**src/smc_defs.svh**
```systemverilog
/*
  static memory controller parameters
  bus widths and fixed access phase lengths,
  shared by the RTL and the testbench
*/

`ifndef SMC_DEFS_SVH
`define SMC_DEFS_SVH

// --------------------
// bus widths
// --------------------
`define SMC_DATA_W 32
// external word address
`define SMC_ADDR_W 10
// byte lanes
`define SMC_SEL_W 4

// --------------------
// phase lengths, clock cycles
// --------------------
`define SMC_SETUP_CYC 1
`define SMC_STROBE_CYC 2
`define SMC_HOLD_CYC 1
// phase counter width, covers the longest phase
`define SMC_CNT_W 3

`endif

```
**src/smc_pkg.sv**
```systemverilog
/*
  static memory controller types
  sequencer state and access direction
*/

package smc_pkg;

  // --------------------
  // sequencer states
  // --------------------
  // idle   waits for a Wishbone request
  // setup  address and chip select settle
  // strobe output enable or write strobe active
  // hold   strobes released, address held
  // ack    one cycle Wishbone acknowledge
  typedef enum logic [2:0]
  {
    st_idle   = 3'd0,
    st_setup  = 3'd1,
    st_strobe = 3'd2,
    st_hold   = 3'd3,
    st_ack    = 3'd4
  } smc_state_t;

  // access direction, taken from wb_we
  typedef enum logic
  {
    dir_read  = 1'b0,
    dir_write = 1'b1
  } smc_dir_t;

endpackage

```
**src/smc_strobe_if.sv**
```systemverilog
/*
  sequencer to write enable stage strobes
  raw active-low write enables and write strobe,
  plus the full-cycle qualifier, all one cycle ahead of the pins
*/

`timescale 1ns/10ps
`include "smc_defs.svh"

interface smc_strobe_if;

  // high for the cycles that precede each strobe pin cycle
  logic                  r_full;
  // raw per-byte write enables, low on selected lanes of a write
  logic [`SMC_SEL_W-1:0] n_r_we;
  // raw write strobe, low for a whole write access
  logic                  n_r_wr;

  // --------------------
  // views
  // --------------------
  // sequencer side drives everything
  modport sequencer
  (
    output r_full,
    output n_r_we,
    output n_r_wr
  );

  // enable stage only listens
  modport enable
  (
    input r_full,
    input n_r_we,
    input n_r_wr
  );

endinterface

```
**src/smc_strobe.sv**
```systemverilog
/*
  static memory strobe sequencer
  Wishbone classic slave, single reads and writes;
  runs each access through setup, strobe and hold phases,
  holds address and write data, captures read data at the end of strobe
  and produces raw write strobes one cycle ahead for the enable stage
*/

`timescale 1ns/10ps
`include "smc_defs.svh"

module smc_strobe
(
  input  logic                   sys_clk,
  input  logic                   reset,
  // Wishbone slave
  input  logic                   wb_cyc,
  input  logic                   wb_stb,
  input  logic                   wb_we,
  input  logic [`SMC_ADDR_W-1:0] wb_adr,
  input  logic [`SMC_SEL_W-1:0]  wb_sel,
  input  logic [`SMC_DATA_W-1:0] wb_dat_i,
  output logic [`SMC_DATA_W-1:0] wb_dat_o,
  output logic                   wb_ack,
  // memory pins
  output logic [`SMC_ADDR_W-1:0] smc_addr,
  output logic [`SMC_DATA_W-1:0] smc_data_out,
  output logic                   smc_n_cs,
  output logic                   smc_n_oe,
  input  logic [`SMC_DATA_W-1:0] smc_data_in,
  // raw strobes to the write enable stage
  smc_strobe_if.sequencer        strobe
);

  // last count value of each phase, counter runs down to zero
  localparam logic [`SMC_CNT_W-1:0] setup_last  = `SMC_SETUP_CYC - 1;
  localparam logic [`SMC_CNT_W-1:0] strobe_last = `SMC_STROBE_CYC - 1;
  localparam logic [`SMC_CNT_W-1:0] hold_last   = `SMC_HOLD_CYC - 1;

  smc_pkg::smc_state_t   state;
  smc_pkg::smc_state_t   next_state;
  logic [`SMC_CNT_W-1:0] phase_cnt;
  logic                  phase_done;
  logic                  req;
  logic                  take_req;
  logic [`SMC_SEL_W-1:0] sel_q;
  smc_pkg::smc_dir_t     dir_q;
  logic                  is_write;

  // counter start value for the phase being entered
  function automatic logic [`SMC_CNT_W-1:0] phase_last(input smc_pkg::smc_state_t st);
    case (st)
      smc_pkg::st_setup:  return setup_last;
      smc_pkg::st_strobe: return strobe_last;
      smc_pkg::st_hold:   return hold_last;
      default:            return '0;
    endcase
  endfunction

  assign req        = wb_cyc && wb_stb;
  // only idle accepts, so a held stb after ack is not taken twice
  assign take_req   = (state == smc_pkg::st_idle) && req;
  assign phase_done = (phase_cnt == '0);

  // --------------------
  // state machine
  // --------------------
  always_comb
  begin
    next_state = state;
    case (state)
      smc_pkg::st_idle:
        if (req)
          next_state = smc_pkg::st_setup;
      smc_pkg::st_setup:
        if (phase_done)
          next_state = smc_pkg::st_strobe;
      smc_pkg::st_strobe:
        if (phase_done)
          next_state = smc_pkg::st_hold;
      smc_pkg::st_hold:
        if (phase_done)
          next_state = smc_pkg::st_ack;
      smc_pkg::st_ack:
        next_state = smc_pkg::st_idle;
      default:
        next_state = smc_pkg::st_idle;
    endcase
  end

  always_ff @(posedge sys_clk)
  begin
    if (reset)
    begin
      state     <= smc_pkg::st_idle;
      phase_cnt <= '0;
    end
    else
    begin
      state <= next_state;
      // reload on every phase change, else count down
      if (next_state != state)
        phase_cnt <= phase_last(next_state);
      else if (!phase_done)
        phase_cnt <= phase_cnt - 1'b1;
    end
  end

  // --------------------
  // request capture
  // --------------------
  // address, data and lanes held for the whole access
  always_ff @(posedge sys_clk)
  begin
    if (take_req)
    begin
      smc_addr     <= wb_adr;
      smc_data_out <= wb_dat_i;
      sel_q        <= wb_sel;
    end
  end

  always_ff @(posedge sys_clk)
  begin
    if (reset)
      dir_q <= smc_pkg::dir_read;
    else if (take_req)
      dir_q <= wb_we ? smc_pkg::dir_write : smc_pkg::dir_read;
  end

  assign is_write = (dir_q == smc_pkg::dir_write);

  // read data sampled on the edge that ends strobe, oe still low
  always_ff @(posedge sys_clk)
  begin
    if ((state == smc_pkg::st_strobe) && phase_done)
      wb_dat_o <= smc_data_in;
  end

  // --------------------
  // registered pins and ack
  // --------------------
  // decoded from next_state so pins line up with the state
  always_ff @(posedge sys_clk)
  begin
    if (reset)
    begin
      smc_n_cs <= 1'b1;
      smc_n_oe <= 1'b1;
      wb_ack   <= 1'b0;
    end
    else
    begin
      smc_n_cs <= !((next_state == smc_pkg::st_setup) ||
                    (next_state == smc_pkg::st_strobe) ||
                    (next_state == smc_pkg::st_hold));
      smc_n_oe <= !((next_state == smc_pkg::st_strobe) && !is_write);
      wb_ack   <= (next_state == smc_pkg::st_ack);
    end
  end

  // raw strobes, one cycle ahead of the enable stage registers
  assign strobe.r_full = (next_state == smc_pkg::st_strobe);
  assign strobe.n_r_we = is_write ? ~sel_q : '1;
  assign strobe.n_r_wr = !is_write;

  // --------------------
  // checks
  // --------------------
  // master sees a single ack per access
  ack_one_cycle: assert property (@(posedge sys_clk) disable iff (reset)
    wb_ack |=> !wb_ack);

  // read enable and write strobe belong to different accesses
  oe_wr_exclusive: assert property (@(posedge sys_clk) disable iff (reset)
    !(!smc_n_oe && !strobe.n_r_wr));

endmodule

```
**src/smc_wr_enable.sv**
```systemverilog
/*
  write enable stage
  qualifies raw byte enables and write strobe with the
  full-cycle qualifier, registers active-low pins
*/

`timescale 1ns/10ps
`include "smc_defs.svh"

module smc_wr_enable
(
  input  logic                  sys_clk,
  input  logic                  reset,
  smc_strobe_if.enable          strobe,
  output logic [`SMC_SEL_W-1:0] smc_n_we,
  output logic                  smc_n_wr
);

  logic [`SMC_SEL_W-1:0] gated_n_we;
  logic                  gated_n_wr;

  // --------------------
  // qualifier gating
  // --------------------
  // any lane forced high outside the qualified window
  assign gated_n_we = {`SMC_SEL_W{~strobe.r_full}} | strobe.n_r_we;
  assign gated_n_wr = ~strobe.r_full | strobe.n_r_wr;

  // --------------------
  // pin registers
  // --------------------
  // pins glitch-free, idle high
  always_ff @(posedge sys_clk)
  begin
    if (reset)
    begin
      smc_n_we <= '1;
      smc_n_wr <= 1'b1;
    end
    else
    begin
      smc_n_we <= gated_n_we;
      smc_n_wr <= gated_n_wr;
    end
  end

  // lanes only ever written inside a write strobe
  we_inside_wr: assert property (@(posedge sys_clk) disable iff (reset)
    smc_n_wr |-> (&smc_n_we));

endmodule

```
**src/smc_top.sv**
```systemverilog
/*
  static memory controller top
  Wishbone classic slave to 32-bit SRAM-style device,
  single chip select, fixed setup/strobe/hold timing
*/

`timescale 1ns/10ps
`include "smc_defs.svh"

module smc_top
(
  input  logic                   sys_clk,
  input  logic                   reset,
  // Wishbone slave
  input  logic                   wb_cyc,
  input  logic                   wb_stb,
  input  logic                   wb_we,
  input  logic [`SMC_ADDR_W-1:0] wb_adr,
  input  logic [`SMC_SEL_W-1:0]  wb_sel,
  input  logic [`SMC_DATA_W-1:0] wb_dat_i,
  output logic [`SMC_DATA_W-1:0] wb_dat_o,
  output logic                   wb_ack,
  // memory device
  output logic [`SMC_ADDR_W-1:0] smc_addr,
  output logic [`SMC_DATA_W-1:0] smc_data_out,
  input  logic [`SMC_DATA_W-1:0] smc_data_in,
  output logic                   smc_n_cs,
  output logic                   smc_n_oe,
  output logic [`SMC_SEL_W-1:0]  smc_n_we,
  output logic                   smc_n_wr
);

  // raw strobes between the two stages
  smc_strobe_if strobe_if ();

  // sequencer, bus side and address/data path
  smc_strobe u_strobe
  (
    .sys_clk      (sys_clk),
    .reset        (reset),
    .wb_cyc       (wb_cyc),
    .wb_stb       (wb_stb),
    .wb_we        (wb_we),
    .wb_adr       (wb_adr),
    .wb_sel       (wb_sel),
    .wb_dat_i     (wb_dat_i),
    .wb_dat_o     (wb_dat_o),
    .wb_ack       (wb_ack),
    .smc_addr     (smc_addr),
    .smc_data_out (smc_data_out),
    .smc_n_cs     (smc_n_cs),
    .smc_n_oe     (smc_n_oe),
    .smc_data_in  (smc_data_in),
    .strobe       (strobe_if.sequencer)
  );

  // write enable pins
  smc_wr_enable u_wr_enable
  (
    .sys_clk  (sys_clk),
    .reset    (reset),
    .strobe   (strobe_if.enable),
    .smc_n_we (smc_n_we),
    .smc_n_wr (smc_n_wr)
  );

endmodule

```
**config.mk**
```make
export PLATFORM = sky130hd
export DESIGN_NAME = smc_top
export DESIGN_NICKNAME = d
export VERILOG_FILES = /design/src/smc_pkg.sv /design/src/smc_strobe_if.sv /design/src/smc_strobe.sv /design/src/smc_wr_enable.sv /design/src/smc_top.sv
export VERILOG_INCLUDE_DIRS = /design/src
export SDC_FILE = /design/constraint.sdc
export NUM_CORES = 1
export LEC_CHECK = 0
export BUFFER_PORTS_ARGS = -buffer_cell sky130_fd_sc_hd__buf_2
export CAP_MARGIN = 20
export CORE_ASPECT_RATIO = 0.8
export CORE_MARGIN = 5
export CORE_UTILIZATION = 30
export CTS_CLUSTER_SIZE = 24
export DETAILED_ROUTE_END_ITERATION = 10
export SYNTH_ARGS = -nofsm -noshare
export SYNTH_HDL_FRONTEND = slang
export SYNTH_SLANG_ARGS = --single-unit
```
**constraint.sdc**
```tcl
create_clock -name sys_clk -period 3.65 [get_ports sys_clk]
set_clock_uncertainty 0.05 [all_clocks]
set_input_delay 0.365 -clock sys_clk [delete_from_list [all_inputs] [get_ports sys_clk]]
set_output_delay 0.365 -clock sys_clk [all_outputs]
set_load 0.01 [all_outputs]
```
==> run summary <==
Sequential fraction of the synthesis area: 0.875
Proportion of layout cells with a drive suffix above 1: 0.587
Int Pwr: 2.03 mW
Crit Reg-Reg Startpoint: u_strobe.state[0]
Vias in the first global route: 2009
Port buffer count: 164
Avg Cell Area, Syn: 21.1 um^2
Die span in x: 122 um
CTS Buf Count: 9
H-tree depth: 3
Max-cap check violation count: 0
Seq pwr share: 0.503
DP Area: 0.00402 mm^2
Fillers: 896
GRT overflow: 0
Reg2Reg Depth: 3
Via count: 1912
Nets: 402
Post-placement cell count: 442
CP Launch Type: register
IO Pins: 165
Worst-path clk slew: 0.07 ns
HPWL after DPL: 5.54 mm
Async SR Flop Fraction: 0
Final setup viols: 0
Multi-input gate area: 348 um^2
Fin cells: 458
Mapped cell area: 0.00302 mm^2
CTS tree: done
Site row count: 32
RSZ-0062 raised after global routing: false
Synth Register Bits: 93
Syn_nets: 228
CP Launch Point: u_strobe.state[0]
DR iter-0 viols: 55
Syn-to-layout area delta: 42.2%
WL final: 7.05 mm
Post-CTS Resized: 0
Tcrit/Tclk final: 0.587
Drc violations: 0
Hold Path Class: in -> reg
Status: completed
WL/cell: 15.4 um
Clk pwr share: 0.305
Setup TNS: 0 ns
Logic pwr share: 0.192
Rel. slew slack: 0.535
Hold Fails Final Rpt: 0
Root Driver: clkbuf_16
Hold_ws: 0.150 ns
Skew-Pair Late Insertion Delay: 0.33 ns
Post-synth EDFFs: 78
Critical path data arrival time: 2.11 ns
FF+latch area: 0.00264 mm^2
Clock buffer depth: 2
First-pass GRT wire length: 10.4 mm
Initial core utilization: 0.310
Fmax: 467 MHz
Worst reg-to-reg setup slack: 1.51 ns
CP Class: reg -> reg
Fin crit period: 2.14 ns
Vias/cell: 4.17
Cell Pwr Density: 647 mW/mm^2
DIE HEIGHT: 99.7 um
Top_reg_cell synth: edfxtp_1
Detailed Routing Iterations Pass 1: 6
Mapped Cells: 143
IR Drop Worst-Case VDD: 324 uV
ANT cells: 0
CP Max Fanout: 24
Largest net degree at the start of global routing: 33
Fin area: 0.00429 mm^2
Total core area: 0.00973 mm^2
Antenna viol nets, final: 0
Switch Pwr: 751 uW
Worst EP required: 3.61 ns
Slew Limit Fails: 0
Post-CTS setup buffers: 0
Worst setup EP type: register
Worst R2R End: u_strobe.smc_data_out[19]
Post-CTS Hold Fix Bufs: 0
Initial antenna violation count: 1
GRT Util Overall: 0.116
Sink Count: 93
Switching share of power: 0.270
GP Congestion: 0.740
Worst Setup EP: u_strobe.smc_data_out[19]
YS warnings: 0
Leak: 1.75 nW
Worst-margin pin slew: 0.696 ns
Post-synthesis cell type count: 32
Final Util: 0.441
Die area: 0.0122 mm^2
## synth_stat cells (all sizes together), types with 2 or more instances
cell,number,share of area
nand2,3,0.0037
inv,4,0.0050
a21oi,2,0.0033
o21a,2,0.0050
ha,2,0.0083
and3,2,0.0041
buf,3,0.0099
a2111oi,2,0.014
nand3b,3,0.0075
nand4,4,0.0083
nor2b,2,0.0041
nor2,4,0.0050
nor3b,2,0.0050
edfxtp,78,0.78
dfxtp,15,0.099
## flip-flops by register name, summed over array words and instances (netlist names)
signal and count:
u_wr_enable.smc_n_we 4, u_strobe.smc_addr 10, u_strobe.smc_n_oe 1, u_wr_enable.smc_n_wr 1, u_strobe.wb_dat_o 32, u_strobe.smc_n_cs 1
u_strobe.wb_ack 1, u_strobe.phase_cnt 3, u_strobe.dir_q 1, u_strobe.state 3, u_strobe.smc_data_out 32, u_strobe.sel_q 4
## through the flow
step	power [mW]	setup WS [ns]
after floorplan	1.76	0.560
after global placement	1.96	1.53
after detailed placement	1.97	1.48
after CTS	2.83	1.47
after global routing	2.93	1.35
final	2.78	1.51
## power groups by stage
stage,Clock (mW),Combinational (mW),Sequential [mW]
global placement,0,0.540,1.42
floorplan,0,0.280,1.47
finish,0.849,0.533,1.40
detailed placement,0,0.546,1.42
CTS,0.879,0.546,1.40
global route,0.924,0.591,1.42
## per-layer routing
layer | wire, um | part of all wire | vias to the layer above | GRT usage
met1 | 2500 | 0.35 | 869 | 0.118
met4 | 108 | 0.015 | 2 | 0.0439
met2 | 3140 | 0.45 | 133 | 0.178
met5 | 20 | 0.0028 | - | 0
met3 | 1280 | 0.18 | 10 | 0.0949
li1 | - | - | 898 | -
## kinds of logic after synthesis
group / Yosys count / synth area share
xor gates and xnor gates: 2 / 0.00580
AOI/OAI and AO/OA: 12 / 0.0394
adders and majority gates: 2 / 0.00828
DFF: 93 / 0.875
buffers and inverters: 8 / 0.0162
and+or+nand+nor: 26 / 0.0555
## final cells by class
cell class	count	area share
clock inverter	7	0.0117
sequential	93	0.615
multi-input combinational	42	0.0810
timing repair buffer	167	0.196
clock buffer	9	0.0524
inverter	4	0.00350
tap	136	0.0396
## layout by cell type (no fill, tap or decap), types with 2 or more instances in the layout
cell type,Yosys,layout
nand2_1,3,3
edfxtp_1,78,78
ha_1,2,2
nand4_1,4,4
o21a_1,2,2
and3_1,2,2
nor2b_1,2,2
nand3b_1,3,3
clkinvlp_4,0,2
dfxtp_1,15,15
buf_2,0,164
nor2_1,4,3
buf_4,1,3
inv_6,0,2
clkbuf_16,0,9
a21oi_1,2,2
inv_1,4,4
## how the worst min path moves through the flow
stage,start,end,cells after the start
after global routing,wb_dat_i[19],u_strobe.smc_data_out[19],1
after floorplan,u_strobe.sel_q[0],u_wr_enable.smc_n_we[0],1
after CTS,wb_dat_i[31],u_strobe.smc_data_out[31],1
final,wb_dat_i[31],u_strobe.smc_data_out[31],1
after detailed placement,u_strobe.sel_q[0],u_wr_enable.smc_n_we[0],1
after global placement,u_strobe.sel_q[0],u_wr_enable.smc_n_we[0],1
## critical path, stage by stage, from the launching register on
cell and delay, ns:
dfxtp_1 0.41, nand4bb_1 0.34, nor2_4 0.60, buf_4 0.41
Note: power is estimated with default switching activity, not from simulation.
